File: config.mk
export PLATFORM = sky130hd
export DESIGN_NAME = aes_mode_unit
export DESIGN_NICKNAME = d
export VERILOG_FILES = /design/src/hdl/aes_pkg.sv /design/src/hdl/aes_mode_unit.sv
export VERILOG_INCLUDE_DIRS = /design/src /design/src/hdl
export SDC_FILE = /design/constraint.sdc
export NUM_CORES = 1
export LEC_CHECK = 0
export ABC_CLOCK_PERIOD_IN_PS = 3800
export BUFFER_PORTS_ARGS = -buffer_cell sky130_fd_sc_hd__buf_4
export CAP_MARGIN = 40
export CORE_AREA = 3 3 303 305
export DETAILED_ROUTE_END_ITERATION = 6
export DIE_AREA = 0 0 306 308
export GPL_TIMING_DRIVEN = 0
export PLACE_DENSITY = 0.48
export SYNTH_ARGS = -nofsm -noshare
export SYNTH_HDL_FRONTEND = slang
export SYNTH_SLANG_ARGS = --single-unit
File: constraint.sdc
create_clock -name vclk -period 3.8
set_clock_uncertainty 0.05 [all_clocks]
set_input_delay 0.38 -clock vclk [all_inputs]
set_output_delay 0.38 -clock vclk [all_outputs]
set_load 0.05 [all_outputs]
File: src/hdl/aes_params.svh
`ifndef AES_PARAMS_SVH
`define AES_PARAMS_SVH

// Block, key and IV width
`define AES_BLK_BITS 128

// Both bus data paths
`define AES_BUS_BITS 32
`define AES_WORDS_PER_BLK 4

// FIFO entry counts
`define AES_IN_FIFO_DEPTH 4
`define AES_OUT_FIFO_DEPTH 4

// AES-128 round count, one round per cycle
`define AES_ROUNDS 10

`endif

File: src/hdl/aes_pkg.sv
`default_nettype none

`include "aes_params.svh"

package aes_pkg;

	typedef enum logic [2:0] {
		MODE_ECB = 3'd0,
		MODE_CBC = 3'd1,
		MODE_CTR = 3'd2,
		MODE_CFB = 3'd3,
		MODE_OFB = 3'd4
	} aes_mode_e;

	// One FIFO word, either a raw block or a command
	typedef union packed {
		logic [`AES_BLK_BITS-1:0] raw;
		struct packed {
			logic [`AES_BLK_BITS-5:0] reserved;
			logic                     decrypt;
			aes_mode_e                mode;
		} cmd;
	} aes_word_u;

	// GF(2^8) multiply, AES polynomial
	function automatic logic [7:0] aes_gmul(input logic [7:0] a, input logic [7:0] b);
		logic [7:0] p;
		logic [7:0] x;
		p = 8'h00;
		x = a;
		for (int i = 0; i < 8; i++) begin
			if (b[i])
				p = p ^ x;
			x = {x[6:0], 1'b0} ^ (x[7] ? 8'h1b : 8'h00);
		end
		return p;
	endfunction

	// Forward S-box from the field inverse and the affine map
	function automatic logic [7:0] aes_sbox(input logic [7:0] b);
		logic [7:0] sq;
		logic [7:0] inv;
		logic [7:0] s;
		sq = b;
		inv = 8'h01;
		// b^254 = b^2 * b^4 * ... * b^128, zero maps to zero
		for (int i = 0; i < 7; i++) begin
			sq = aes_gmul(sq, sq);
			inv = aes_gmul(inv, sq);
		end
		for (int i = 0; i < 8; i++) begin
			s[i] = inv[i] ^ inv[(i + 4) % 8] ^ inv[(i + 5) % 8] ^
				inv[(i + 6) % 8] ^ inv[(i + 7) % 8];
		end
		return s ^ 8'h63;
	endfunction

endpackage

`default_nettype wire

File: src/hdl/aes_mode_unit.sv
`timescale 1ns/10ps
`default_nettype none

`include "aes_params.svh"

module aes_mode_unit (
	input  var aes_pkg::aes_mode_e   mode,
	input  wire                      decrypt,
	input  wire [`AES_BLK_BITS-1:0]  data_blk,
	input  wire [`AES_BLK_BITS-1:0]  iv,
	input  wire [`AES_BLK_BITS-1:0]  core_out,
	output logic [`AES_BLK_BITS-1:0] core_in,
	output logic [`AES_BLK_BITS-1:0] res_blk,
	output logic [`AES_BLK_BITS-1:0] iv_next
);

	import aes_pkg::*;

	always_comb begin
		// Stream modes encrypt the IV and mask the data
		core_in = iv;
		res_blk = data_blk ^ core_out;
		iv_next = iv;
		case (mode)
			MODE_ECB: begin
				core_in = data_blk;
				res_blk = core_out;
			end
			MODE_CBC: begin
				core_in = data_blk ^ iv;
				res_blk = core_out;
				iv_next = core_out;
			end
			MODE_CTR: begin
				iv_next = iv + 1'b1;
			end
			MODE_CFB: begin
				// Ciphertext feeds back in both directions
				iv_next = decrypt ? data_blk : data_blk ^ core_out;
			end
			MODE_OFB: begin
				iv_next = core_out;
			end
			default: begin
				core_in = data_blk;
				res_blk = core_out;
			end
		endcase
	end

endmodule

`default_nettype wire

Word level (Yosys, flattened, before mapping):

Cells that the tools add are included.

* bits in registers: 0
* logic and storage cells: 13
* output and inout bits: 384

* bitwise gates (word level): 2
* reduce and logical (&&, ||, !) cells: 2
* add/subtract/negate cells: 1
* mux-type cells: 4
* equal/unequal tests: 4

Operators with widths (number)
* $pmux 128 s3: 1
* $mux 128: 2
* $pmux 128 s2: 1
* $xor 128x128->128: 2
* $add 128x1->128 const B: 1
* $eq 3x2->1 const B: 2
* $eq 3x1->1 const B: 1
* $eq 3x3->1 const B: 1
* $reduce_or 3->1: 1
* $reduce_or 2->1: 1

Depth between registers and ports, before layout:

* word-level depth: 3
* depth in mapped cells: 11
* gate-level depth less buffers: 8

Worst setup path before layout:

No wires, ideal clock.

* kind: input -> output
* start: input iv[3]
* end: output iv_next[63]
* stages: 7
* data arrival time: 3.764 ns
* path slack: -0.394 ns
* cell sequence: clkbuf_1 -> nand2_1 -> nor4_4 -> nand3_2 -> nor4_1 -> nand2_1 -> o311ai_0

* word-level cells in the longest chain between the ends: 2

Ends and longest elaborated chain
* start, declared: RTL line aes_mode_unit.sv:10 `` input wire [`AES_BLK_BITS-1:0] iv, ``
* $add 128x1->128: RTL line aes_mode_unit.sv:35 `iv_next = iv + 1'b1;`
* $pmux 128 s3: RTL line aes_mode_unit.sv:24 `case (mode)`
* end, declared: RTL line aes_mode_unit.sv:14 `` output logic [`AES_BLK_BITS-1:0] iv_next ``

No other way between the ends.

Worst setup path in the final report:

* start: input mode[2]
* end: output iv_next[79]

* word-level cells in the longest chain between the ends: 3
* elaborated cells between the ends (all ways): 6
* those cells by class: 4 x eq/ne; 1 x mux; 1 x reduce/logical

Ends and longest elaborated chain
* start, declared: RTL line aes_mode_unit.sv:7 `input var aes_pkg::aes_mode_e mode,`
* $eq 3x3->1 / $eq 3x1->1 (equally long branches): RTL line aes_mode_unit.sv:24
* $reduce_or 2->1 (no line)
* $pmux 128 s3 *: RTL line aes_mode_unit.sv:24

Mark *: on every way between the ends. The rest lies on a longest branch, timed or not.

==> results.rst <==
.. list-table::
   :header-rows: 1

   * - Metric
     - Value
   * - Status
     - complete, but fails checks
   * - Violations in the final reports
     - negative setup slack
   * - Mapped cell area
     - 16320 µm²
   * - Area share of xor/xnor cells in the synthesized design
     - 11.22%
   * - Antenna violations before repair
     - 27
   * - Row cnt
     - 110
   * - Worst-case setup margin in the final layout
     - -95.30 ps
   * - Seq pwr share
     - 0%
   * - Leakage dissipation
     - 8.639 nW
   * - CP Data Required Time
     - 3370 ps
   * - Post-synth net total
     - 3202
   * - CP max stage delay
     - 670 ps
   * - Post-Synth Simple-Gate Area
     - 28.78%
   * - Sequential cell area
     - 0 µm²
   * - Number of fill cells
     - 10.37k
   * - Average via count per standard cell
     - 6.085
   * - Mean routed wirelength per cell
     - 37.15 µm
   * - Effective utilization at floorplan
     - 18.21%
   * - Hold bufs inserted after CTS
     - 0
   * - Drt initial violations
     - 3907
   * - Max Clock Freq
     - 256.7 MHz
   * - Cell types with the largest area share after synthesis
     - sky130_fd_sc_hd__o21ai_0 (11%), sky130_fd_sc_hd__o22ai_1 (10%), sky130_fd_sc_hd__xnor2_1 (8.9%)
   * - GRT overflow
     - 0
   * - Number of global-route vias before repair
     - 26.25k
   * - Post-synthesis cell count
     - 2813
   * - Crit path from
     - mode[2]
   * - Multiplexer area fraction after synthesis
     - 0.4524%
   * - I/O Buffers
     - 607
   * - Gp weighted congestion
     - 1.023
   * - Sequential cells
     - 0
   * - Crit path kind
     - input pin to primary output
   * - Sequential share of the synthesized area
     - 0%
   * - Floorplan core area
     - 89600 µm²
   * - Switching power total
     - 4.033 mW
   * - Switching power as a share of total power
     - 72.18%
   * - Signed area change from the synthesized netlist to the final layout
     - 45.71%
   * - Horizontal extent of the die
     - 306 µm
   * - Dominant cell type by area after synthesis
     - sky130_fd_sc_hd__o21ai_0
   * - Total I/O pin count
     - 772
   * - Most common cell in the netlist
     - sky130_fd_sc_hd__o21ai_0
   * - Pin count of the biggest net entering global routing
     - 12
   * - Final layout net count
     - 3889
   * - Combinational cell fraction of total power
     - 100.0%
   * - Internal Pwr Total
     - 1.555 mW
   * - Period Utilization, post-route
     - 102.5%
   * - Minimum hold slack
     - 1055 ps
   * - Remaining design rule violation count
     - 0
   * - Placed instance count
     - 4653
   * - Setup violators final
     - 8
   * - Highest net fanout along the worst path
     - 10
   * - WL final
     - 174.1 mm
   * - Total global routing track utilization
     - 34.54%
   * - Final slew viol count
     - 0
   * - Final hold vios
     - 0
   * - Via count
     - 28.53k
   * - Kind of end point of the critical path
     - primary output
   * - Routed Antenna Nets
     - 0
   * - Number of warnings printed during yosys synthesis
     - 0
   * - Series of cell instances along the critical path
     - buf_4 -> clkbuf_2 -> xor2_1 -> nand2_1 -> clkbuf_2 -> clkbuf_1 -> o21ai_0 -> a21oi_1 -> nand3_1 -> buf_4
   * - Clock buffer instance count of the final layout
     - 0
   * - Synthesized area per cell
     - 5.801 µm²
   * - Power per unit of standard cell area
     - 235.0 nW/µm²
   * - Worst hold path class
     - input pin to primary output
   * - Area post-placement
     - 22980 µm²
   * - Count of cell types in the netlist
     - 61
   * - Final critical-path required period
     - 3895 ps
   * - Final-layout setup total negative slack
     - -386.5 ps
   * - Global-route wire length before repair
     - 229.3 mm
   * - Slew Limit Headroom
     - 38.48%
   * - Main combinational cell family by area after synthesis
     - compound AO/OA/AOI/OAI gates
   * - Cell type of the slowest stage on the worst timing path
     - sky130_fd_sc_hd__clkbuf_1
   * - Portion of synthesized cell area occupied by the leading cell type
     - 11.29%
   * - Height of the chip
     - 308 µm
   * - Worst-margin pin slew
     - 922.9 ps
   * - CP arrival
     - 3470 ps
   * - Adder-cell area share of the yosys netlist
     - 0.07668%
   * - Post-layout instance count excluding filler cells
     - 4688
   * - RSZ-0062 raised after global routing
     - true
   * - Worst ir drop on vdd
     - 0.08650 mV
   * - Utilization of the core after routing
     - 26.54%
   * - Max_cap viols
     - 0
   * - Fraction of layout instances using a drive strength above 1
     - 25.84%
   * - Post-synthesis compound-gate area fraction
     - 49.03%
   * - Most used standard cells in the synthesized netlist
     - sky130_fd_sc_hd__o21ai_0 (368), sky130_fd_sc_hd__clkbuf_1 (367), sky130_fd_sc_hd__o22ai_1 (260), sky130_fd_sc_hd__nand2_1 (243), sky130_fd_sc_hd__nand3_1 (208)
   * - Endpoint of the most critical setup path
     - iv_next[79]
   * - TritonRoute pass-1 iters
     - 7
   * - Area of all placed cells without fillers
     - 23780 µm²
   * - Placed wire-length estimate after detailed placement
     - 145.7 mm
   * - Crit start category
     - input pin
   * - Total Die Area
     - 94250 µm²
   * - Clock network power share
     - 0%
final cells by class:
cell class | count | area, µm² | area share, %
diodes | 14 | 35.03 | 0.1473
plain buffers | 411 | 1745 | 7.341
inverters | 23 | 90.09 | 0.3789
multi-input cells | 2372 | 15020 | 63.18
well taps | 1176 | 1471 | 6.188
repair buffers | 692 | 5411 | 22.76
per-stage QoR:
| step | setup WS [ps] | total power [mW] |
|---|---|---|
| after floorplan | 2.088 | 3.182 |
| after global placement | -1653 | 5.361 |
| after detailed placement | -1393 | 5.447 |
| after CTS | 3.404 | 5.487 |
| after global routing | -75.58 | 5.749 |
| final | -95.30 | 5.587 |
worst min-delay path by stage:
stage / startpoint / endpoint / slack [ps] / depth (start not counted)
detailed placement: core_out[54] / res_blk[54] / 1050 / 3
finish: core_out[56] / res_blk[56] / 1050 / 3
global placement: core_out[23] / res_blk[23] / 1050 / 3
global route: core_out[54] / res_blk[54] / 1060 / 3
floorplan: iv[125] / core_in[125] / 980 / 2
CTS: core_out[54] / res_blk[54] / 1050 / 3
worst max-delay path: cells and delay by family:
family | cells | cell delay (ps)
compound gates | 2 | 510
xor+xnor | 1 | 270
buf+inv | 5 | 1830
simple gates | 2 | 450
cells in the final DEF, fill, tap and decap left out, types with 7 or more instances in the layout:
master,count
sky130_fd_sc_hd__inv_1,21
sky130_fd_sc_hd__nor3_2,7
sky130_fd_sc_hd__buf_2,30
sky130_fd_sc_hd__clkbuf_1,269
sky130_fd_sc_hd__diode_2,14
sky130_fd_sc_hd__clkbuf_2,93
sky130_fd_sc_hd__xor2_1,44
sky130_fd_sc_hd__a31oi_1,9
sky130_fd_sc_hd__o311ai_0,7
sky130_fd_sc_hd__clkbuf_4,9
sky130_fd_sc_hd__nand2_1,240
sky130_fd_sc_hd__or3_1,9
sky130_fd_sc_hd__a32oi_1,8
sky130_fd_sc_hd__xnor2_1,165
sky130_fd_sc_hd__a32o_1,47
sky130_fd_sc_hd__nor4_2,15
sky130_fd_sc_hd__nand2b_1,64
sky130_fd_sc_hd__o22ai_1,260
sky130_fd_sc_hd__nor3_1,33
sky130_fd_sc_hd__a211oi_1,126
sky130_fd_sc_hd__a22oi_1,36
sky130_fd_sc_hd__buf_8,19
sky130_fd_sc_hd__a21oi_1,81
sky130_fd_sc_hd__buf_6,26
sky130_fd_sc_hd__buf_1,13
sky130_fd_sc_hd__nor4_4,11
sky130_fd_sc_hd__nor2_1,182
sky130_fd_sc_hd__a222oi_1,26
sky130_fd_sc_hd__o21ai_0,351
sky130_fd_sc_hd__nand4_1,61
sky130_fd_sc_hd__buf_4,643
sky130_fd_sc_hd__and2_1,12
sky130_fd_sc_hd__a21boi_0,59
sky130_fd_sc_hd__nor4_1,24
sky130_fd_sc_hd__and3_1,24
sky130_fd_sc_hd__a22o_1,129
sky130_fd_sc_hd__nand3_1,201
sky130_fd_sc_hd__o21ai_1,21
sky130_fd_sc_hd__o211ai_1,25
sky130_fd_sc_hd__and4_1,11
layer usage:
layer  global-route usage (%)  vias to the layer above  share of wire [%]
met4                    17.22                       26                6.3
li1                         -                    12080                  -
met5                        0                        -               0.10
met3                    8.508                      408                 10
met2                    56.58                     2036                 45
met1                    42.17                    13980                 39
power groups by stage:
stage          sequential, mW  combinational, mW   clock (mW)
2_1_floorplan               0               3.18            0
3_3_place_gp                0               5.36            0
3_5_place_dp                0               5.45            0
4_1_cts                     0               5.49            0
5_1_grt                     0               5.75  0.000000317
6_report                    0               5.59  0.000000525
kinds of logic after synthesis:
group                    count (synthesis)
buffers and inverters                  441
AND/OR/NAND/NOR                        944
adder cells (fa/ha/maj)                  1
AO/OA/AOI/OAI                         1211
XOR/XNOR                               209
multiplexers                             7
what timing repair did:
item,CTS,global route
resized for setup,135,81
endpoints found under the setup margin,337,93
pin swaps,18,16
buffers inserted,22,6
(Power assumes the default switching activity.)
