## src/hdl/aes_params.svh

```systemverilog
`ifndef AES_PARAMS_SVH
`define AES_PARAMS_SVH

// Block, key and IV width
`define AES_BLK_BITS 128

// Both bus data paths
`define AES_BUS_BITS 32
`define AES_WORDS_PER_BLK 4

// FIFO entry counts
`define AES_IN_FIFO_DEPTH 4
`define AES_OUT_FIFO_DEPTH 4

// AES-128 round count, one round per cycle
`define AES_ROUNDS 10

`endif

```

## src/hdl/aes_output_stage.sv

```systemverilog
`timescale 1ns/10ps
`default_nettype none

`include "aes_params.svh"

module aes_output_stage (
	input  wire                      clk,
	input  wire                      reset,
	input  wire                      res_valid,
	input  wire [`AES_BLK_BITS:0]    res,
	input  wire                      out_ready,
	output logic                     res_ready,
	output logic                     out_valid,
	output logic [`AES_BUS_BITS-1:0] out_data,
	output logic                     out_last
);

	localparam int DEPTH = `AES_OUT_FIFO_DEPTH;
	localparam int PTR_W = $clog2(DEPTH);
	localparam int CNT_W = $clog2(DEPTH + 1);
	localparam int IDX_W = $clog2(`AES_WORDS_PER_BLK);
	localparam logic [IDX_W-1:0] LAST_IDX = IDX_W'(`AES_WORDS_PER_BLK - 1);

	logic [`AES_BLK_BITS:0]  mem [DEPTH];
	logic [`AES_BLK_BITS:0]  head;
	logic [PTR_W-1:0]        wr_ptr;
	logic [PTR_W-1:0]        rd_ptr;
	logic [CNT_W-1:0]        count;
	logic [IDX_W-1:0]        word_idx;
	logic                    push;
	logic                    pop;
	logic                    word_xfer;

	assign res_ready = (count != CNT_W'(DEPTH));
	assign push = res_valid && res_ready;
	assign word_xfer = out_valid && out_ready;
	// Entry leaves after its last word
	assign pop = word_xfer && (word_idx == LAST_IDX);

	always_ff @(posedge clk) begin
		if (reset) begin
			wr_ptr <= '0;
			rd_ptr <= '0;
			count <= '0;
			word_idx <= '0;
		end else begin
			if (push)
				wr_ptr <= (wr_ptr == PTR_W'(DEPTH - 1)) ? '0 : wr_ptr + 1'b1;
			if (pop)
				rd_ptr <= (rd_ptr == PTR_W'(DEPTH - 1)) ? '0 : rd_ptr + 1'b1;
			if (word_xfer)
				word_idx <= (word_idx == LAST_IDX) ? '0 : word_idx + 1'b1;
			case ({push, pop})
				2'b10:   count <= count + 1'b1;
				2'b01:   count <= count - 1'b1;
				default: count <= count;
			endcase
		end
	end

	always_ff @(posedge clk) begin
		if (push)
			mem[wr_ptr] <= res;
	end

	// Most significant word goes out first
	assign head = mem[rd_ptr];
	assign out_valid = (count != '0);
	assign out_data = head[`AES_BLK_BITS-1 - `AES_BUS_BITS * word_idx -: `AES_BUS_BITS];
	assign out_last = head[`AES_BLK_BITS] && (word_idx == LAST_IDX);

endmodule

`default_nettype wire

```

## config.mk

```make
export PLATFORM = sky130hd
export DESIGN_NAME = aes_output_stage
export DESIGN_NICKNAME = d
export VERILOG_FILES = /design/src/hdl/aes_output_stage.sv
export VERILOG_INCLUDE_DIRS = /design/src /design/src/hdl
export SDC_FILE = /design/constraint.sdc
export NUM_CORES = 1
export LEC_CHECK = 0
export BUFFER_PORTS_ARGS = -buffer_cell sky130_fd_sc_hd__buf_2
export CAP_MARGIN = 20
export CORE_MARGIN = 2
export CORE_UTILIZATION = 60
export DETAILED_ROUTE_END_ITERATION = 6
export GPL_TIMING_DRIVEN = 0
export PLACE_DENSITY = 0.8
export SKIP_LAST_GASP = 1
export SYNTH_ARGS = -nofsm -noshare
export SYNTH_HDL_FRONTEND = slang
export SYNTH_SLANG_ARGS = --single-unit
```

## constraint.sdc

```tcl
create_clock -name clk -period 10.26 [get_ports clk]
set_input_delay 1.026 -clock clk [delete_from_list [all_inputs] [get_ports clk]]
set_output_delay 1.026 -clock clk [all_outputs]
set_load 0.01 [all_outputs]
```

# Yosys cells after proc, flatten, opt, wreduce, memory -nomap -nowiden

Memory sizes are Yosys's and may differ from the RTL's. A register that Yosys moved wholly into a read port is not among the register bits.
Cells that the tools add are included.

$add $sub $neg: 6
Equal/unequal tests: 6
Shifts and indexed selects: 1
Muxes and demuxes: 8
Reductions and logical operators: 6

Operator list:

| kind                  | number |
|---|---|
| $shiftx A160 B33 Y32  | 1 |
| $mux W2               | 5 |
| $eq A2 B2 Y1 const B  | 4 |
| $sub A7 B7 Y8 const A | 1 |
| $add A2 B1 Y2 const B | 3 |
| $pmux W3 S2           | 1 |
| $logic_and A1 B1 Y1   | 4 |
| $add A3 B1 Y3 const B | 1 |
| $ne A3 B3 Y1 const B  | 1 |
| $reduce_bool A3 Y1    | 1 |
| $sub A3 B1 Y3 const B | 1 |
| $eq A2 B1 Y1 const B  | 1 |
| $mux W1               | 2 |
| $reduce_bool A2 Y1    | 1 |

Register bits after elaboration: 9
Bits in writable memories: 516
Bits of input ports: 133
Output and inout port bits: 35
Word-level logic and storage cells: 32
Memories kept: 1

Memory list:

| memory | depth | width | read ports | clocked after Yosys merged registers in | write ports | RTL line               | RTL |
|---|---|---|---|---|---|---|---|
| mem    | 4     | 129   | 1          | 1                                       | 1           | aes_output_stage.sv:24 | `` logic [`AES_BLK_BITS:0] mem [DEPTH]; `` |

# Longest topological paths before layout

Gate-level depths: netlist (run 1).

Depth in word-level cells: 5
Gate-level depth with buffers: 9
Mapped depth without buffers: 9

# Least setup slack after synthesis (run 1)

No wires, ideal clock.

Kind: in2reg
Start: in res_valid
End: mem mem[0][0] (netlist name), enable pin
Library setup time: 0.504 ns
Data arrival time: 4.291 ns
Slack: 5.464 ns
Cell stages on the path: 2
Path through: buf_1 -> and3_1

Longest elaborated chain between the ends: 3

Ends and longest elaborated chain:

| element                       | RTL line               | RTL |
|---|---|---|
| start, declared               | aes_output_stage.sv:9  | `input wire res_valid,` |
| $logic_and A1 B1 Y1           | aes_output_stage.sv:35 | `assign push = res_valid && res_ready;` |
| $mux W1                       | aes_output_stage.sv:62 | `if (push)` |
| $mux W1 (not written as such) | aes_output_stage.sv:63 | `mem[wr_ptr] <= res;` |
| end, declared                 | aes_output_stage.sv:24 |  |

Every way passes these cells.

==> results of run 1 <==
-- cells in the mapped netlist, drive strengths merged --
cell type	n
dfxtp	11
xor2	2
mux2i	2
ha	7
inv	6
o21ai	1
nor2b	2
nor2	7
o31ai	1
a21oi	6
or3	4
mux4	129
o311ai	1
a22oi	64
edfxtp	516
buf	27
and2	2
and3	4
nand3	2
clkbuf	19
nand2	35
fa	1
or3b	1
a21o	2
-- how the worst max path moves through the flow --
stage          startpoint          end  cells past startpoint
3_5_place_dp    flip-flop  out_data[2]                      6
3_3_place_gp    res_valid   mem[0][68]                      2
6_report        flip-flop  out_data[2]                      6
2_1_floorplan   res_valid    mem[0][0]                      2
4_1_cts         flip-flop  out_data[2]                      6
5_1_grt         flip-flop  out_data[2]                      6
-- state kept, by name (all words and copies together), names as in the netlist, named ones only --
register  flops
mem         516
count         3
word_idx      2
wr_ptr        2
rd_ptr        2
-- worst max-delay path, cell delays in order, from the launching register on --
cell and delay [ps]:
dfxtp_1 360, buf_2 340, buf_1 730, mux4_2 420
a22oi_1 230, nand2_1 110, buf_2 150
-- logic make-up (layout without fill, tap and decap cells) --
kind of cell / Yosys count / after routing / share of synthesized area, %
compound gates: 75 / 75 / 2.76
xor+xnor: 2 / 2 / 0.0885
fa+ha+maj: 8 / 8 / 0.544
buf+inv: 52 / 320 / 1.18
flops: 527 / 527 / 79.4
mux: 131 / 131 / 14.8
other cells: 0 / 11 / 0
simple gates: 57 / 57 / 1.27
-- power breakdown --
group	total (mW)	switching [mW]	internal, mW
sequential	2.47	0.0209	2.45
combinational	0.242	0.145	0.0974
clock	1.84	0.754	1.08
-- per-layer routing --
layer  global-route usage, %  vias to the layer above  routed length, microns
met3                    5.77                       79                    3320
li1                        -                     4120                       -
met5                       0                        -                      71
met1                    32.5                     5050                   15700
met4                    6.77                       12                     856
met2                    41.6                      390                   20800
-- area by class of cell --
type | instances | area (sq um) | area share [%]
Antenna cell | 11 | 27.5 | 0.119
Buffer | 46 | 210 | 0.910
Clock buffer | 70 | 1410 | 6.10
Clock inverter | 25 | 253 | 1.09
Inverter | 6 | 22.5 | 0.0975
Multi-Input combinational cell | 273 | 3870 | 16.7
Sequential cell | 527 | 15700 | 68.0
Tap cell | 442 | 553 | 2.39
Timing Repair Buffer | 173 | 1050 | 4.53
-- through the flow --
| stage | util (%) | instances |
|---|---|---|
| after floorplan | - | 852 |
| after global placement | 65.1 | 1459 |
| after detailed placement | 65.8 | 1467 |
| after CTS | 70.9 | 1562 |
| after global routing | 71.0 | 1565 |
| final | 71.0 | 1573 |
==> impl_results.md, run 1 <==
- Status: finished, final reports clean
- Post-DP HPWL: 24.9 mm
- Worst Hold Path Cells: 2
- Vias in the first global route: 10,176
- Least-Margin Pin Slew: 1120 ps
- Area of the mapped netlist: 19,800 sq um
- Routed Antenna Nets: 0
- CTS tree: done
- FILL cells: 1,986
- Total GRT Usage: 24.6%
- Iteration-0 DRC count of the detailed router: 1,015
- Initial core utilization: 60.8%
- Crit path DAT: 2890 ps
- Post-synthesis cell type count: 26
- Total power: 4.56 mW
- HP Class: reg -> reg
- Total global routing overflow: 0
- Placer Congestion: 0.720
- Clk sinks: 527
- Clk_skew: 20.7 ps
- Largest net degree at the start of global routing: 60
- YS warnings: 0
- Post-Route Setup TNS: 0 ps
- DP Area: 21,400 sq um
- # DRC: 0
- #FFs+latches synth: 527
- Mean Syn Cell Area: 23.2 sq um
- Worst VDD drop: 144 uV
- Power Dens Cells: 197 nW/um^2
- Place WS: 7010 ps
- Postcts setup bufs: 0
- Most frequent cells in the layout: 516 x edfxtp_1, 174 x buf_2, 129 x mux4_2
- IO buf count: 165
- IO Count: 168
- RSZ-0062 raised after global routing: no
- Mapped Nets: 993
- Share of layout cells above drive strength 1: 35.0%
- Std cell rows: 66
- HP Start: rd_ptr[0]
- Leak pwr: 7.56 nW
- Min Hold Slack: 529 ps
- Post_cts resized: 0
- RR Startpoint: count[1]
- Synth area leader: edfxtp_1
- Reg2Reg Depth: 8
- Max-slew violation count: 0
- CTS HTree Levels: 2
- Max FO, Critical Path: 10
- Min cycle time layout: 3910 ps
- Clk root buf: clkbuf_16
- Area fraction of the dominant cell type after synthesis: 78.3%
- Post-route cell area: 23,100 sq um
- Crit end category: primary output
- F_max: 256 MHz
- Worst-Skew Late Latency: 570 ps
- Crit path kind: reg -> out
- DIE HEIGHT: 186 microns
- CP startpoint kind: flip-flop
- Total iterations of the first detailed-routing run: 5
- Area grow syn2layout: 16.7%
- Max clock buf depth: 3
- Slew HR: 24.5%
- Flop2flop setup slack: 7720 ps
- PnR worst setup slack: 6350 ps
- Hold buffers post-CTS: 0
- Max-Cap Viols: 0
- Initial antenna violation count: 13
- Mapped Cells: 852
- Reg2Reg Capture Point: count[2]
- Fin nets: 1,219
- Final setup violation count: 0
- First-pass GRT wire length: 61.0 mm
- Commonest non-fill, non-tap cell in the layout: edfxtp_1
- Sequential area share after synthesis: 79.4%
- Vias: 9,651
- Total CTS buffers: 51
- Fin crit share: 38.1%
- CP Data Required Time: 9230 ps
- Core footprint: 32,500 sq um
- Die X: 186 microns
- Routed wire length: 40.8 mm
- Wire per inst: 25.9 microns
- Final Hold Fails: 0
- Die Area: 34,500 sq um
- Clock slew at reported path FFs: 60 ps
- Synth top area cells: edfxtp_1 78%, mux4_2 15%, a22oi_1 2.4%
- Via density per instance: 6.14
No activity file was read; power rests on OpenSTA's default activity.
==> run 2: changes to the inputs <==
--- a/config.mk
+++ b/config.mk
@@ -9,10 +9,10 @@
 export BUFFER_PORTS_ARGS = -buffer_cell sky130_fd_sc_hd__buf_2
 export CAP_MARGIN = 20
 export CORE_MARGIN = 2
-export CORE_UTILIZATION = 60
+export CORE_UTILIZATION = 59
 export DETAILED_ROUTE_END_ITERATION = 6
 export GPL_TIMING_DRIVEN = 0
-export PLACE_DENSITY = 0.8
+export PLACE_DENSITY = 0.79
 export SKIP_LAST_GASP = 1
 export SYNTH_ARGS = -nofsm -noshare
 export SYNTH_HDL_FRONTEND = slang
==> constraint.sdc (replaced) <==
create_clock -name clk -period 3.7 [get_ports clk]
set_input_delay 0.37 -clock clk [delete_from_list [all_inputs] [get_ports clk]]
set_output_delay 0.37 -clock clk [all_outputs]
set_load 0.01 [all_outputs]
==> run 2 against run 1 <==
Largest cell class unchanged. Cell count about the same. Clock skew down 9.9 ps. Count of clock-buffer cells in the layout shrank 2. Clock power grew to 2.6 times the previous value. Die area increased by 1.7%.
==> impl_results.md, run 2 (synthesized netlist as in run 1, its figures left out) <==
- Status: finished, final reports clean
- Power Dens Cells: 534 nW/um^2 (+170%)
- Total power: 12.3 mW (+170%)
- Min cycle time layout: 3200 ps
- Largest registers: mem x516, count x3
- Clk_skew: 10.8 ps (-9.89 ps)
- Max-Cap Viols: 0 (unchanged)
- Vias: 9,681 (+0.31%)
- Cell Count, Final, Fillers Out: 1,574 (+0.064%)
- Worst VDD drop: 421 uV (+190%)
- Total CTS buffers: 50 (-2.0%)
- Std cell rows: 67 (+1.5%)
- CTS tree: done
- Fin nets: 1,218 (-0.082%)
- Fin crit share: 86.5%
- Hold endpoint: mem[2][75]
- Flop2flop setup slack: 1100 ps (-6620 ps)
- Area grow syn2layout: 16.0%
- Total global routing overflow: 0 (unchanged)
- Reg with most FFs: mem
- Initial core utilization: 59.5% (-1.4 points)
- Die Area: 35,000 sq um (+1.7%)
- Postcts setup bufs: 0 (unchanged)
- Initial antenna violation count: 15 (+2)
- Final Hold Fails: 0 (unchanged)
- Total GRT Usage: 23.4% (-1.2 points)
- Wire per inst: 25.8 microns (-0.51%)
- DIE HEIGHT: 187 microns (+0.83%)
- RSZ-0062 raised after global routing: no
- CP startpoint kind: flip-flop
- Worst Hold Path Cells: 1 (-1)
- Final setup violation count: 0 (unchanged)
- CP Data Required Time: 3330 ps (-5900 ps)
- FILL cells: 2,040 (+2.7%)
- RR Startpoint: count[0]
- Crit path DAT: 2830 ps (-60 ps)
- Clock slew at reported path FFs: 60 ps (about the same)
- Min Hold Slack: 28.7 ps (-500 ps)
- F_max: 312 MHz
- Reg2Reg Depth: 5 (-3)
- Dpl cells: 1,473 (+0.41%)
- IO buf count: 165 (unchanged)
- Largest net degree at the start of global routing: 59 (-1.7%)
- Crit end category: primary output
- Crit path kind: reg -> out
- DP Area: 21,400 sq um (about the same)
- Max clock buf depth: 3 (unchanged)
- Post_cts resized: 0 (unchanged)
- Total iterations of the first detailed-routing run: 5 (unchanged)
- Iteration-0 DRC count of the detailed router: 921 (-9.3%)
- Least-Margin Pin Slew: 918 ps (-200 ps)
- CTS HTree Levels: 2 (unchanged)
- Reg2Reg Capture Point: mem[3][16]
- Post-route cell area: 23,000 sq um (-0.62%)
- Max FO, Critical Path: 10 (unchanged)
- Via density per instance: 6.15 (+0.25%)
- Most frequent cells in the layout: 516 x edfxtp_1, 174 x buf_2, 129 x mux4_2
- Clk sinks: 527 (unchanged)
- Max FFs per register: 516 (unchanged)
- Slew HR: 38.0% (+13 points)
- HP Start: res[75]
- IO Count: 168 (unchanged)
- # DRC: 0 (unchanged)
- Commonest non-fill, non-tap cell in the layout: edfxtp_1
- Share of layout cells above drive strength 1: 34.5% (-0.53 points)
- Placer Congestion: 0.712 (-1.1%)
- Vias in the first global route: 10,080 (-0.94%)
- Clk root buf: clkbuf_16
- Worst-Skew Late Latency: 550 ps (-20 ps)
- HP Class: in -> reg
- Routed Antenna Nets: 0 (unchanged)
- First-pass GRT wire length: 60.5 mm (-0.83%)
- Routed wire length: 40.6 mm (-0.44%)
- Core footprint: 33,300 sq um (+2.3%)
- Max-slew violation count: 0 (unchanged)
- Leak pwr: 7.49 nW (-0.87%)
- Die X: 187 microns (+0.83%)
- Post-DP HPWL: 24.6 mm (-0.92%)
- Hold buffers post-CTS: 0 (unchanged)
run 2: how the worst max path moves through the flow:
stage          startpoint  slack [ps]            to
6_report        flip-flop         500  out_data[12]
5_1_grt         flip-flop         350  out_data[19]
4_1_cts         flip-flop         420  out_data[26]
3_5_place_dp    flip-flop        1030  out_data[26]
3_3_place_gp     count[0]        -370    mem[1][68]
2_1_floorplan    count[0]         790     mem[0][0]
run 2: worst max-delay path, cell delays in order, from the launching register on:
cell and delay [ps]:
dfxtp_1 380, buf_2 290, buf_1 630, mux4_2 410, a22oi_1 290, nand2_1 120
buf_2 160
run 2: where the power goes:
| part | internal (mW) | switching (mW) |
|---|---|---|
| clock network | 2.68 | 2.05 |
| logic | 0.271 | 0.403 |
| registers | 6.80 | 0.0560 |
| total | 9.75 | 2.51 |
run 2: area by class of cell:
class | count | area (sq um) | share of cell area [%]
Sequential cell | 527 | 15700 | 68.4
Multi-Input combinational cell | 273 | 3870 | 16.8
Clock buffer | 68 | 1380 | 6.02
Timing Repair Buffer | 173 | 1050 | 4.56
Tap cell | 448 | 561 | 2.44
Buffer | 46 | 210 | 0.915
Clock inverter | 24 | 134 | 0.583
Inverter | 6 | 22.5 | 0.0981
Antenna cell | 9 | 22.5 | 0.0981
run 2: per-layer routing:
metal | up-vias | GRT usage [%] | share of wire (%)
li1 | 4107 | - | -
met1 | 5043 | 31.7 | 39
met2 | 452 | 39.5 | 51
met3 | 63 | 5.48 | 8.2
met4 | 16 | 4.98 | 1.5
met5 | - | 0 | 0.25
run 2: stage by stage:
| step | TNS, ps | setup WS, ps | util [%] |
|---|---|---|---|
| after global placement | -175500 | -371 | 63.7 |
| final | 0 | 498 | 69.0 |
| after global routing | 0 | 354 | 69.0 |
| after floorplan | 0 | 789 | - |
| after detailed placement | 0 | 1030 | 64.4 |
| after CTS | 0 | 422 | 68.9 |
