### src/hdl/aes_params.svh
`ifndef AES_PARAMS_SVH
`define AES_PARAMS_SVH

// Block, key and IV width
`define AES_BLK_BITS 128

// Both bus data paths
`define AES_BUS_BITS 32
`define AES_WORDS_PER_BLK 4

// FIFO entry counts
`define AES_IN_FIFO_DEPTH 4
`define AES_OUT_FIFO_DEPTH 4

// AES-128 round count, one round per cycle
`define AES_ROUNDS 10

`endif

### src/hdl/aes_input_stage.sv
`timescale 1ns/10ps
`default_nettype none

`include "aes_params.svh"

module aes_input_stage (
	input  wire                      clk,
	input  wire                      reset,
	input  wire                      wren,
	input  wire                      tlast,
	input  wire [`AES_BUS_BITS-1:0]  data,
	input  wire                      blk_ready,
	output logic                     busy,
	output logic                     blk_valid,
	output logic [`AES_BLK_BITS:0]   blk
);

	localparam int DEPTH = `AES_IN_FIFO_DEPTH;
	localparam int PTR_W = $clog2(DEPTH);
	localparam int CNT_W = $clog2(DEPTH + 1);
	localparam int IDX_W = $clog2(`AES_WORDS_PER_BLK);
	localparam int SH_W = `AES_BLK_BITS - `AES_BUS_BITS;
	localparam logic [IDX_W-1:0] LAST_IDX = IDX_W'(`AES_WORDS_PER_BLK - 1);

	logic [IDX_W-1:0]        word_idx;
	logic [SH_W-1:0]         shreg;
	logic [`AES_BLK_BITS:0]  mem [DEPTH];
	logic [PTR_W-1:0]        wr_ptr;
	logic [PTR_W-1:0]        rd_ptr;
	logic [CNT_W-1:0]        count;
	logic                    push;
	logic                    pop;

	// Last word of a block completes an entry
	assign push = wren && (word_idx == LAST_IDX);
	assign pop = blk_valid && blk_ready;

	always_ff @(posedge clk) begin
		if (reset) begin
			word_idx <= '0;
			wr_ptr <= '0;
			rd_ptr <= '0;
			count <= '0;
		end else begin
			if (wren)
				word_idx <= (word_idx == LAST_IDX) ? '0 : word_idx + 1'b1;
			if (push)
				wr_ptr <= (wr_ptr == PTR_W'(DEPTH - 1)) ? '0 : wr_ptr + 1'b1;
			if (pop)
				rd_ptr <= (rd_ptr == PTR_W'(DEPTH - 1)) ? '0 : rd_ptr + 1'b1;
			case ({push, pop})
				2'b10:   count <= count + 1'b1;
				2'b01:   count <= count - 1'b1;
				default: count <= count;
			endcase
		end
	end

	// First word ends up in the top bits
	always_ff @(posedge clk) begin
		if (wren)
			shreg <= {shreg[SH_W-`AES_BUS_BITS-1:0], data};
		if (push)
			mem[wr_ptr] <= {tlast, shreg, data};
	end

	assign busy = (count == CNT_W'(DEPTH));
	assign blk_valid = (count != '0);
	assign blk = mem[rd_ptr];

endmodule

`default_nettype wire

### config.mk
export PLATFORM = sky130hd
export DESIGN_NAME = aes_input_stage
export DESIGN_NICKNAME = d
export VERILOG_FILES = /design/src/hdl/aes_input_stage.sv
export VERILOG_INCLUDE_DIRS = /design/src /design/src/hdl
export SDC_FILE = /design/constraint.sdc
export NUM_CORES = 1
export LEC_CHECK = 0
export ABC_AREA = 1
export BUFFER_PORTS_ARGS = -buffer_cell sky130_fd_sc_hd__buf_2
export CAP_MARGIN = 40
export CORE_MARGIN = 8
export CORE_UTILIZATION = 45
export CTS_CLUSTER_DIAMETER = 80
export DETAILED_ROUTE_END_ITERATION = 10
export PLACE_DENSITY_LB_ADDON = 0.15
export SYNTH_ARGS = -nofsm -noshare
export SYNTH_HDL_FRONTEND = slang
export SYNTH_SLANG_ARGS = --single-unit
### constraint.sdc
create_clock -name clk -period 7.5 [get_ports clk]
set_input_delay 0.375 -clock clk [delete_from_list [all_inputs] [get_ports clk]]
set_output_delay 0.375 -clock clk [all_outputs]
set_load 0.03 [all_outputs]
Yosys cells after proc, flatten, opt, wreduce, memory -nomap -nowiden --
Memories as Yosys holds them, arrays and structs flattened. A register that Yosys moved wholly into a read port is not among the register bits. Cells that the tools add are included.
Word-level totals: bits in registers 105, bits in writable memories 516, bits of input ports 37, logic and storage cells 29, memories 1
Memories:
- mem | words 4, width 129, read ports 1, clocked after memory_dff 1, wr ports 1, RTL line aes_input_stage.sv:27 | logic [`AES_BLK_BITS:0] mem [DEPTH];
Operators by class: add/subtract/negate cells 5, equality and inequality tests 6, multiplexer cells 8, reduce and logical (&&, ||, !) cells 4
Operators with widths (number):
- 2-bit two-way mux | 5
- 2-bit equality test (second input constant) | 4
- 2-bit by 1-bit adder with 2-bit output (second input constant) | 3
- 3-bit one-hot mux with 2 select lines | 1
- 3-bit by 1-bit adder with 3-bit output (second input constant) | 1
- 3-bit equality test (second input constant) | 1
- 3-bit nonzero test | 1
- 3-bit by 1-bit subtractor with 3-bit output (second input constant) | 1
- 2-bit by 1-bit equality test with 1-bit output (second input constant) | 1
- 1-bit logical AND | 2
- 1-bit two-way mux | 2
- 2-bit nonzero test | 1

Longest topological paths before layout --
Gate-level depths: netlist of run 1.
word-level depth 4, mapped depth 13, mapped depth without buffers 13

Worst setup path after synthesis of run 1 --
OpenSTA, ideal clock, no wires.
path kind register to register, start point reg word_idx[0], end point mem mem[0][0] (netlist name) (enable), setup time 0.619 ns, arrival time 6.048 ns, data required time 6.881 ns, slack 0.832 ns, stages on the path, launching flop included 4, path buffers 0, clock period less this slack 6.668 ns, cells stage by stage dfxtp_1 ha_1 nand2_1 nor2_1
Between the ends: word-level cells in the longest chain between the ends 4
RTL lines:
- start: declaration | RTL line aes_input_stage.sv:25 | logic [IDX_W-1:0] word_idx;
- start signal: assignment | RTL line aes_input_stage.sv:46 | word_idx <= (word_idx == LAST_IDX) ? '0 : word_idx + 1'b1;
- 2-bit equality test | RTL line aes_input_stage.sv:35 | assign push = wren && (word_idx == LAST_IDX);
- 1-bit logical AND | RTL line aes_input_stage.sv:35
- 1-bit two-way mux | RTL line aes_input_stage.sv:63 | if (push)
- 1-bit two-way mux (not written as such) | RTL line aes_input_stage.sv:64 | mem[wr_ptr] <= {tlast, shreg, data};
- end: declaration | RTL line aes_input_stage.sv:27
No other way between the ends.

==> Flow_metrics.wiki, run 1 <==
{| class="wikitable"
! Metric !! Value
|-
| Result of the run || finished clean
|-
| Post-synth top flop || sky130_fd_sc_hd__edfxtp_1
|-
| Worst Skew || 23.91 ps
|-
| Worst EP arrival || 3200 ps
|-
| Maximum clock insertion buffer count || 3
|-
| FF-to-FF path depth || 4
|-
| Hold depth || 1
|-
| Number of CTS-inserted buffers || 66
|-
| Cell at the root of the clock tree || sky130_fd_sc_hd__clkbuf_16
|-
| Share of flip-flops with an asynchronous set or reset || 0
|-
| Longest individual stage delay on the worst path || 580 ps
|-
| Final net count || 1,638
|-
| Cells along the critical path || inv_4, buf_4, buf_12, o21ai_1, o22ai_1, buf_2
|-
| DPL Wire Length || 27,670 µm
|-
| Worst-Skew Late Latency || 590 ps
|-
| Residual antenna-violating net count after detailed routing || 0
|-
| First-pass GRT wire length || 76,040 µm
|-
| Period utilisation layout || 0.4762
|-
| Overall power || 8566 µW
|-
| Aggregate global routing overflow || 0
|-
| Yosys warns || 0
|-
| Top cells by instance count after synthesis || sky130_fd_sc_hd__edfxtp_1 (612), sky130_fd_sc_hd__nor2_1 (271), sky130_fd_sc_hd__o21ai_0 (168)
|-
| Detailed Route Iter0 Violations || 845
|-
| Synthesized net count || 1,464
|-
| Ant. Diodes || 0
|-
| Core area || 49,860 µm²
|-
| Critical Path End Type || primary output
|-
| Number of standard cells after synthesis || 1,419
|-
| Layout cells sized above 1 || 0.1684
|-
| Vias after detailed routing || 12,368
|-
| Summed negative setup slack over all endpoints || 0 ps
|-
| Fmax || 280.0 MHz
|-
| Kind of start point of the critical path || register
|-
| Floorplan die area || 57,620 µm²
|-
| Final Critical Period || 3572 ps
|-
| Crit Path Category || reg2out
|-
| RSZ-0062 raised after global routing || no
|-
| Via count of the first global-routing pass || 11,954
|-
| Sequential area share after synthesis || 0.8234
|-
| Setup-violating endpoint count in the final report || 0
|-
| Number of levels the H-tree was split into || 3
|-
| Worst slack on hold paths || 32.82 ps
|-
| Count of flip-flops with a built-in enable after synthesis || 612
|-
| Average cell area after synthesis || 15.92 µm²
|-
| Relative max-transition margin || 0.1895
|-
| Number of buffers inserted by post-CTS setup repair || 0
|-
| Port-buffer cells || 167
|-
| Gate family responsible for the most delay along the worst path || buffers and inverters
|-
| Top-level port count || 168
|-
| Stages on the worst setup path || 6
|-
| Maximum number of pins on one net before global-route repair || 227
|-
| # rows || 82
|-
| Area added between synthesis and finish || 15.14%
|-
| Cell taking the most area after synthesis || sky130_fd_sc_hd__edfxtp_1
|-
| Placer Congestion || 0.7389
|-
| Total count of hold-check failures in the final report || 0
|-
| Antenna violations before repair || 4
|-
| Vias per std cell || 5.366
|-
| Leakage power summed over all cells || 0.008705 µW
|-
| Die boundary width || 240.0 µm
|-
| Buffer and inverter count on the worst path || 4
|-
| Sink Count || 623
|-
| First-pass detailed-route iteration total || 6
|-
| TritonCTS clock tree || built
|-
| Critical path's slowest cell || sky130_fd_sc_hd__inv_4
|-
| Max Transition Viols Final || 0
|-
| Endpoint required time on the critical path || 7120 ps
|-
| Most common cell in the synthesized netlist || sky130_fd_sc_hd__edfxtp_1
|-
| Clock-pin slew of the registers on the worst-case setup and hold paths || 60 ps
|-
| Number of library cell types mapped by synthesis || 21
|-
| Peak fanout along the critical path || 59
|-
| Number of max-cap violations || 0
|-
| Pwr per Cell Area || 329.4 nW/µm²
|-
| Routed wire per std cell || 22.11 µm
|-
| Biggest area contributors in the synthesized netlist || sky130_fd_sc_hd__edfxtp_1 (81%), sky130_fd_sc_hd__nor2_1 (4.5%), sky130_fd_sc_hd__o21ai_0 (3.7%)
|-
| Slew of the pin with the lowest slew margin || 1216 ps
|-
| Total routing usage reported by global routing || 0.1746
|-
| Top cell type's share of synthesized area || 0.8136
|-
| Effective utilization at floorplan || 0.4530
|-
| Cell area after technology mapping || 22,590 µm²
|-
| Hold crit path type || in2reg
|-
| Remaining routing DRC violations || 0
|-
| Largest vdd supply drop || 0.1740 mV
|-
| Synth Register Bits || 623
|-
| Final Routed Wirelength || 50,970 µm
|-
| Die Ht || 240.0 µm
|}
[layout by cell type (no fill, tap or decap), types with 3 or more instances in the layout]
master,n
sky130_fd_sc_hd__edfxtp_1,612
sky130_fd_sc_hd__nor2_1,267
sky130_fd_sc_hd__o21ai_0,168
sky130_fd_sc_hd__buf_2,166
sky130_fd_sc_hd__o22ai_1,129
sky130_fd_sc_hd__o21ai_1,94
sky130_fd_sc_hd__clkbuf_16,69
sky130_fd_sc_hd__inv_1,17
sky130_fd_sc_hd__clkbuf_1,13
sky130_fd_sc_hd__nand2_1,11
sky130_fd_sc_hd__clkinv_1,11
sky130_fd_sc_hd__clkinv_2,9
sky130_fd_sc_hd__dfxtp_1,9
sky130_fd_sc_hd__ha_1,7
sky130_fd_sc_hd__dlygate4sd3_1,7
sky130_fd_sc_hd__buf_4,7
sky130_fd_sc_hd__a21oi_1,6
sky130_fd_sc_hd__buf_12,6
sky130_fd_sc_hd__nor2_4,4
sky130_fd_sc_hd__inv_6,3
sky130_fd_sc_hd__buf_16,3
[stage by stage]
stage | std cells | utilization | setup slack, ps | cell area (µm²)
finish | 2305 | 0.5216 | 3928 | 26010
global route | 2305 | 0.5216 | 3747 | 26010
CTS | 2305 | 0.5216 | 3815 | 26010
detailed placement | 2190 | 0.4814 | 4441 | 24000
global placement | 2185 | 0.4789 | 4090 | 23880
floorplan | 1419 | - | 832.4 | 22590
[what timing repair did]
item	in CTS	in global routing
hold buffers	7	0
endpoints found under the setup margin	0	0
gates resized for setup	0	0
endpoints found under the hold margin	32	0
[worst paths after layout]
check                               to  slack, ps                      from
setup reg to reg  mem[3][23]$_DFFE_PP_       4810  word_idx[0]$_SDFFE_PP0P_
hold / removal    mem[2][12]$_DFFE_PP_         30                  data[12]
hold reg to reg   mem[2][96]$_DFFE_PP_        500       shreg[64]$_DFFE_PP_
setup / recovery               blk[94]       3930                  register
[state kept, by name (all words and copies together) (netlist names), named ones only]
name and count:
shreg 96, wr_ptr 2, rd_ptr 2, count 3, mem 516, word_idx 2
[power by group]
group	internal (µW)	switching (µW)	total (µW)
registers	3900	94.0	4000
logic	407	1200	1610
clock network	1700	1260	2960
[cell families (layout without fill, tap and decap cells)]
| logic type | Yosys count | count (layout) | synth area share |
|---|---|---|---|
| buffers and inverters | 103 | 317 | 0.02836 |
| AO/OA/AOI/OAI | 397 | 397 | 0.09511 |
| flip-flops | 623 | 623 | 0.8234 |
| AND/OR/NAND/NOR | 288 | 288 | 0.04841 |
| adder cells (fa/ha/maj) | 8 | 8 | 0.004764 |
[per-layer routing]
layer,track usage,vias to the layer above,wire [µm]
met1,0.2451,6211,22920
met4,0.05680,2,1069
met2,0.2716,341,23820
met3,0.03644,75,3138
li1,-,5739,-
met5,0,-,13
[area by class of cell]
class | count | area [µm²]
Fill cell | 4190 | 23850
Sequential cell | 623 | 18610
Multi-Input combinational cell | 693 | 3379
Clock buffer | 82 | 1775
Timing Repair Buffer | 190 | 1167
Tap cell | 672 | 840.8
Clock inverter | 26 | 158.9
Inverter | 19 | 81.33
Note: power is estimated with default switching activity, not from simulation.
==> inputs of run 2 (changes only) <==
- ABC_AREA: 1 -> 0
- clock period: 7.5 -> 3.3 ns (I/O delays scaled with it)
==> Flow_metrics.wiki, run 2 <==
{| class="wikitable"
! Metric !! Value
|-
| Clock Power Share || 0.414 (+0.068)
|-
| Longest individual stage delay on the worst path || 730 ps (+150 ps)
|-
| Worst EP arrival || 2500 ps (-700 ps)
|-
| Max reg flops || 516 (unchanged)
|-
| Vias after detailed routing || 9,239 (-25%)
|-
| Cells along the critical path || buf_4, mux4_2, buf_2
|-
| Number of CTS-inserted buffers || 59 (-11%)
|-
| Placement-stage worst setup slack || 1141 ps (-3300 ps)
|-
| First-pass detailed-route iteration total || 4 (-2)
|-
| Post-layout util || 0.5365 (+0.01489)
|-
| Total routing usage reported by global routing || 0.1508 (-0.02378)
|-
| Remaining routing DRC violations || 0 (unchanged)
|-
| Crit Path Category || reg2out
|-
| Antenna violations before repair || 0 (-4)
|-
| Fmax || 375.3 MHz
|-
| First-pass GRT wire length || 64,130 µm (-16%)
|-
| Number of buffers inserted by post-CTS setup repair || 0 (unchanged)
|-
| Pwr per Cell Area || 608.7 nW/µm² (+85%)
|-
| Top cell type's share of synthesized area || 0.8334 (+0.01976)
|-
| Kind of start point of the critical path || register
|-
| Setup-violating endpoint count in the final report || 0 (unchanged)
|-
| Via count of the first global-routing pass || 9,879 (-17%)
|-
| Largest vdd supply drop || 0.4404 mV (+150%)
|-
| Internal Pwr Total || 12,760 µW (+110%)
|-
| Port-buffer cells || 167 (unchanged)
|-
| Result of the run || finished clean
|-
| Number of levels the H-tree was split into || 2 (-1)
|-
| Summed negative setup slack over all endpoints || 0 ps (unchanged)
|-
| Share of flip-flops with an asynchronous set or reset || 0 (unchanged)
|-
| Worst slack on hold paths || 323.4 ps (+290.6 ps)
|-
| RSZ-0062 raised after global routing || no
|-
| Final net count || 1,134 (-31%)
|-
| Critical path's slowest cell || sky130_fd_sc_hd__dfxtp_4
|-
| Peak fanout along the critical path || 25 (-58%)
|-
| Hold crit path type || in2reg
|-
| Maximum number of pins on one net before global-route repair || 65 (-71%)
|-
| Most common library cell in the layout ignoring fill and taps || sky130_fd_sc_hd__edfxtp_1
|-
| Cell at the root of the clock tree || sky130_fd_sc_hd__clkbuf_16
|-
| Synth Register Bits || 623 (unchanged)
|-
| Worst-Skew Late Latency || 620 ps (+30 ps)
|-
| TritonCTS clock tree || built
|-
| # rows || 81 (-1.2%)
|-
| Number of standard cells after synthesis || 829 (-42%)
|-
| Vias per std cell || 5.252 (-2.1%)
|-
| Floorplan die area || 56,340 µm² (-2.2%)
|-
| Biggest area contributors in the synthesized netlist || sky130_fd_sc_hd__edfxtp_1 (83%), sky130_fd_sc_hd__mux4_2 (13%), sky130_fd_sc_hd__dfxtp_1 (1.0%)
|-
| DPL Wire Length || 24,730 µm (-11%)
|-
| Core area || 48,650 µm² (-2.4%)
|-
| Fraction of power consumed by sequential logic || 0.564 (+0.098)
|-
| Maximum clock insertion buffer count || 3 (unchanged)
|-
| Slew of the pin with the lowest slew margin || 762.7 ps (-453.1 ps)
|-
| Worst Skew || 26.74 ps (+2.829 ps)
|-
| Clock-pin slew of the registers on the worst-case setup and hold paths || 60 ps (about the same)
|-
| Largest registers in the final layout || mem: 516 flops, shreg: 96 flops, count: 3 flops
|-
| Leakage power summed over all cells || 0.008381 µW (-3.7%)
|-
| Synthesized net count || 874 (-40%)
|-
| Number of library cell types mapped by synthesis || 20 (-4.8%)
|-
| Endpoint required time on the critical path || 3130 ps (-3990 ps)
|-
| Setup slack after layout || 635.4 ps (-3293 ps)
|-
| Die Ht || 237.4 µm (-1.1%)
|-
| Share of total power in combinational logic || 0.023 (-0.165)
|-
| Yosys warns || 0 (unchanged)
|-
| Area added between synthesis and finish || 18.35%
|-
| Switching Fraction || 0.1965 (-0.1016)
|-
| Effective utilization at floorplan || 0.4533 (about the same)
|-
| Relative max-transition margin || 0.4916 (+0.3021)
|-
| Sequential area share after synthesis || 0.8433 (+0.01999)
|-
| Max Transition Viols Final || 0 (unchanged)
|-
| Count of flip-flops with a built-in enable after synthesis || 612 (unchanged)
|-
| Cell area after technology mapping || 22,050 µm² (-2.4%)
|-
| Final Critical Period || 2665 ps
|-
| Layout cells sized above 1 || 0.3574 (+0.1890)
|-
| Top cells by instance count after synthesis || sky130_fd_sc_hd__edfxtp_1 (612), sky130_fd_sc_hd__mux4_2 (129), sky130_fd_sc_hd__buf_6 (13)
|-
| Switching power summed over all nets || 3121 µW (+22%)
|-
| Average cell area after synthesis || 26.60 µm² (+67%)
|-
| Top-level port count || 168 (unchanged)
|-
| Placer Congestion || 0.6877 (-6.9%)
|-
| Period utilisation layout || 0.8075
|-
| Residual antenna-violating net count after detailed routing || 0 (unchanged)
|-
| Post-synth top flop || sky130_fd_sc_hd__edfxtp_1
|-
| Detailed Route Iter0 Violations || 832 (-1.5%)
|-
| Cell taking the most area after synthesis || sky130_fd_sc_hd__edfxtp_1
|-
| Final Routed Wirelength || 42,400 µm (-17%)
|-
| Aggregate global routing overflow || 0 (unchanged)
|-
| Most common cell in the synthesized netlist || sky130_fd_sc_hd__edfxtp_1
|-
| Register with the most flip-flops || mem
|-
| Total count of hold-check failures in the final report || 0 (unchanged)
|-
| Number of max-cap violations || 0 (unchanged)
|-
| Die boundary width || 237.4 µm (-1.1%)
|-
| Routed wire per std cell || 24.11 µm (+9.0%)
|-
| Critical Path End Type || primary output
|-
| Sink Count || 623 (unchanged)
|-
| Leading cell types in the layout, fill and taps excluded || sky130_fd_sc_hd__edfxtp_1 (612), sky130_fd_sc_hd__buf_2 (166), sky130_fd_sc_hd__mux4_2 (129)
|}
[run 2: critical path, delay by kind of cell (launching register included)]
| family | cells | cell delay [ps] |
|---|---|---|
| buffers and inverters | 2 | 600 |
| multiplexers | 1 | 570 |
| flip-flops | 1 | 730 |
[run 2: worst paths after layout]
check                                 from                     to  slack, ps  depth (start not counted)
setup / recovery                  register               blk[120]        640                          3
hold / removal                    data[11]   mem[0][11]$_DFFE_PP_        320                          2
setup reg to reg  word_idx[0]$_SDFFE_PP0P_  count[2]$_SDFFE_PP0P_       1180                          8
hold reg to reg     rd_ptr[0]$_SDFFE_PP0P_               register        490                          2
[run 2: cell families (layout without fill, tap and decap cells)]
group,after synthesis,count (layout),share of synthesized area
flops,623,623,0.8433
compound gates,6,6,0.001475
simple gates,21,21,0.004539
xor+xnor,2,2,0.0007945
mux,133,133,0.1336
buf+inv,36,343,0.01140
other cells,0,1,0
fa+ha+maj,8,8,0.004879
[run 2: stage by stage]
step,total power (µW),std cells,cell area (µm²)
floorplan,9259,829,22060
CTS,16060,1758,26100
finish,15890,1759,26100
detailed placement,9463,1613,23850
global route,16390,1758,26100
global placement,9450,1613,23850
[run 2: metal layers]
layer | routed length (µm) | GRT usage
met1 | 19440 | 0.2180
met2 | 19760 | 0.2328
met3 | 2461 | 0.03358
met4 | 740 | 0.03838
met5 | 0 | 0
[run 2: final cells by class]
type	count	area, µm²
repair buffers	229	1588
flip-flops and latches	623	18610
clock inverters	35	329.1
well taps	622	778.2
fillers	3723	22550
diodes	1	2.502
multi-input cells	170	3223
clock buffers	73	1550
inverters	6	22.52
[run 2: power by group through the flow]
stage          clock (µW)  combinational [µW]  sequential (µW)
6_report             6570                 363             8950
5_1_grt              7030                 389             8970
2_1_floorplan           0                 196             9060
3_3_place_gp            0                 335             9120
3_5_place_dp            0                 339             9120
4_1_cts              6730                 374             8950
[run 2: repair_timing]
action,4_1_cts,5_1_grt
hold buffers,37,0
hold endpoints to repair,197,0
resized for setup,0,0
==> inputs of run 3 (changes only) <==
- clock period: 3.3 -> 2.25 ns (I/O delays scaled with it)
==> Flow_metrics.wiki, run 3 (synthesis gave the netlist of run 2 again) <==
{| class="wikitable"
! Metric !! Value
|-
| Area after detailed placement || 23,920 µm² (+0.29%)
|-
| Largest registers in the final layout || mem: 516 flops, shreg: 96 flops, count: 3 flops
|-
| Worst Skew || 20.48 ps (-6.252 ps)
|-
| Fmax || 443.2 MHz
|-
| Total routing usage reported by global routing || 0.1559 (+0.005056)
|-
| Slew of the pin with the lowest slew margin || 707.0 ps (-55.66 ps)
|-
| Max Transition Viols Final || 0 (unchanged)
|-
| Detailed Route Iter0 Violations || 856 (+2.9%)
|-
| Reg-to-reg startpoint || word_idx[0]$_SDFFE_PP0P_
|-
| First-pass detailed-route iteration total || 5 (+1)
|-
| FF-to-FF path depth || 8 (unchanged)
|-
| Setup slack after layout || -6.172 ps (-641.6 ps)
|-
| Number of CTS-inserted buffers || 61 (+3.4%)
|-
| Die Ht || 237.4 µm (unchanged)
|-
| Crit Path Category || reg2out
|-
| Antenna violations before repair || 1 (+1)
|-
| Setup-violating endpoint count in the final report || 2 (+2)
|-
| Pwr per Cell Area || 877.1 nW/µm² (+44%)
|-
| DPL Wire Length || 24,480 µm (-1.0%)
|-
| Port-buffer cells || 167 (unchanged)
|-
| Number of levels the H-tree was split into || 2 (unchanged)
|-
| Endpoint of the worst setup timing path || blk[82]
|-
| Total count of hold-check failures in the final report || 0 (unchanged)
|-
| Result of the run || complete, but fails checks
|-
| Worst slack on hold paths || 261.3 ps (-62.10 ps)
|-
| Number of max-cap violations || 0 (unchanged)
|-
| Kind of start point of the critical path || register
|-
| Relative max-transition margin || 0.5287 (+0.03711)
|-
| Period utilisation layout || 1.003
|-
| First-pass GRT wire length || 65,770 µm (+2.6%)
|-
| Residual antenna-violating net count after detailed routing || 0 (unchanged)
|-
| Max reg flops || 516 (unchanged)
|-
| Cells along the critical path || buf_8, buf_16, mux4_2, buf_2
|-
| Core area || 48,650 µm² (unchanged)
|-
| Critical path's slowest cell || sky130_fd_sc_hd__mux4_2
|-
| RSZ-0062 raised after global routing || yes
|-
| Placement-stage worst setup slack || 213.5 ps (-927.7 ps)
|-
| Maximum clock insertion buffer count || 3 (unchanged)
|-
| Failing checks || negative setup slack
|-
| Cell at the root of the clock tree || sky130_fd_sc_hd__clkbuf_16
|-
| Layout cells sized above 1 || 0.3678 (+0.01039)
|-
| Critical Path End Type || primary output
|-
| Worst EP arrival || 2140 ps (-360 ps)
|-
| Leading cell types in the layout, fill and taps excluded || sky130_fd_sc_hd__edfxtp_1 (612), sky130_fd_sc_hd__mux4_2 (129), sky130_fd_sc_hd__buf_2 (115)
|-
| Sink Count || 623 (unchanged)
|-
| Peak fanout along the critical path || 11 (-56%)
|-
| # rows || 81 (unchanged)
|-
| Post-layout util || 0.5508 (+0.01433)
|-
| Final Critical Period || 2256 ps
|-
| Via count of the first global-routing pass || 9,969 (+0.91%)
|-
| Floorplan die area || 56,340 µm² (unchanged)
|-
| TritonCTS clock tree || built
|-
| Final Routed Wirelength || 44,340 µm (+4.6%)
|-
| Remaining routing DRC violations || 0 (unchanged)
|-
| Aggregate global routing overflow || 0 (unchanged)
|-
| Leakage power summed over all cells || 0.008664 µW (+3.4%)
|-
| Die boundary width || 237.4 µm (unchanged)
|-
| Vias per std cell || 5.308 (+1.1%)
|-
| Maximum number of pins on one net before global-route repair || 97 (+49%)
|-
| Reg2Reg Capture Point || count[2]$_SDFFE_PP0P_
|-
| Effective utilization at floorplan || 0.4533 (unchanged)
|-
| Largest vdd supply drop || 0.5859 mV (+33%)
|-
| Worst reg2reg setup slack || 210 ps (-970 ps)
|-
| Clock-pin slew of the registers on the worst-case setup and hold paths || 60 ps (about the same)
|-
| Routed wire per std cell || 24.85 µm (+3.1%)
|-
| Longest individual stage delay on the worst path || 560 ps (-170 ps)
|-
| Endpoint required time on the critical path || 2140 ps (-990 ps)
|-
| Hold crit path type || in2reg
|-
| Most common library cell in the layout ignoring fill and taps || sky130_fd_sc_hd__edfxtp_1
|-
| Post-route cell area || 26,800 µm² (+2.7%)
|-
| Vias after detailed routing || 9,469 (+2.5%)
|-
| Top-level port count || 168 (unchanged)
|-
| Placer Congestion || 0.6967 (+1.3%)
|-
| Worst-Skew Late Latency || 620 ps (about the same)
|-
| Register with the most flip-flops || mem
|-
| Fillcell total || 3,656 (-1.8%)
|-
| Area added between synthesis and finish || 21.51%
|-
| Final net count || 1,153 (+1.7%)
|}
-- run 3: how the worst min path moves through the flow --
stage	from	end	cells after the start
floorplan	data[0]	mem[0][0]$_DFFE_PP_	0
global placement	tlast	mem[0][128]$_DFFE_PP_	1
detailed placement	data[21]	mem[1][21]$_DFFE_PP_	1
CTS	data[14]	mem[0][14]$_DFFE_PP_	2
global route	data[12]	mem[0][12]$_DFFE_PP_	2
finish	data[15]	mem[1][15]$_DFFE_PP_	2
-- run 3: critical path: cells and delay by family, from the launching register on --
| kind | cells | cell delay (ps) |
|---|---|---|
| multiplexers | 1 | 560 |
| buffers and inverters | 3 | 600 |
| flip-flops | 1 | 370 |
-- run 3: area by class of cell --
class	count	area [µm²]	area share
antenna	1	2.502	0.00009339
clock buffer	82	1648	0.06150
clock inverter	34	267.8	0.009993
inverter	6	22.52	0.0008405
multi-input combinational	170	3223	0.1203
sequential	623	18610	0.6943
tap	622	778.2	0.02904
timing repair buffer	246	2248	0.08391
-- run 3: metrics by stage --
step	std cells	setup TNS [ps]	total power, µW
2_1_floorplan	829	-198960	13580
3_3_place_gp	1619	0	13850
3_5_place_dp	1619	0	13870
4_1_cts	1779	-2735	23720
5_1_grt	1783	-4309	24210
6_report	1784	-7.781	23500
-- run 3: power breakdown --
part	internal (µW)	switching, µW
Clock	5580	4190
Sequential	13000	161
Combinational	263	350
-- run 3: routing by layer --
metal | vias to the layer above | wire length, µm | GRT usage | share of wire
met3 | 71 | 2398 | 0.03729 | 0.054
met4 | 0 | 892 | 0.04456 | 0.020
met5 | - | 0 | 0 | 0
met1 | 5050 | 20440 | 0.2246 | 0.46
met2 | 210 | 20610 | 0.2374 | 0.46
li1 | 4138 | - | - | -
-- run 3: timing repair --
item,4_1_cts,5_1_grt
endpoints found under the hold margin,175,0
gates resized for setup,84,27
buffers inserted,2,1
setup endpoints to repair,129,87
hold buffers,36,0
cloned,6,3
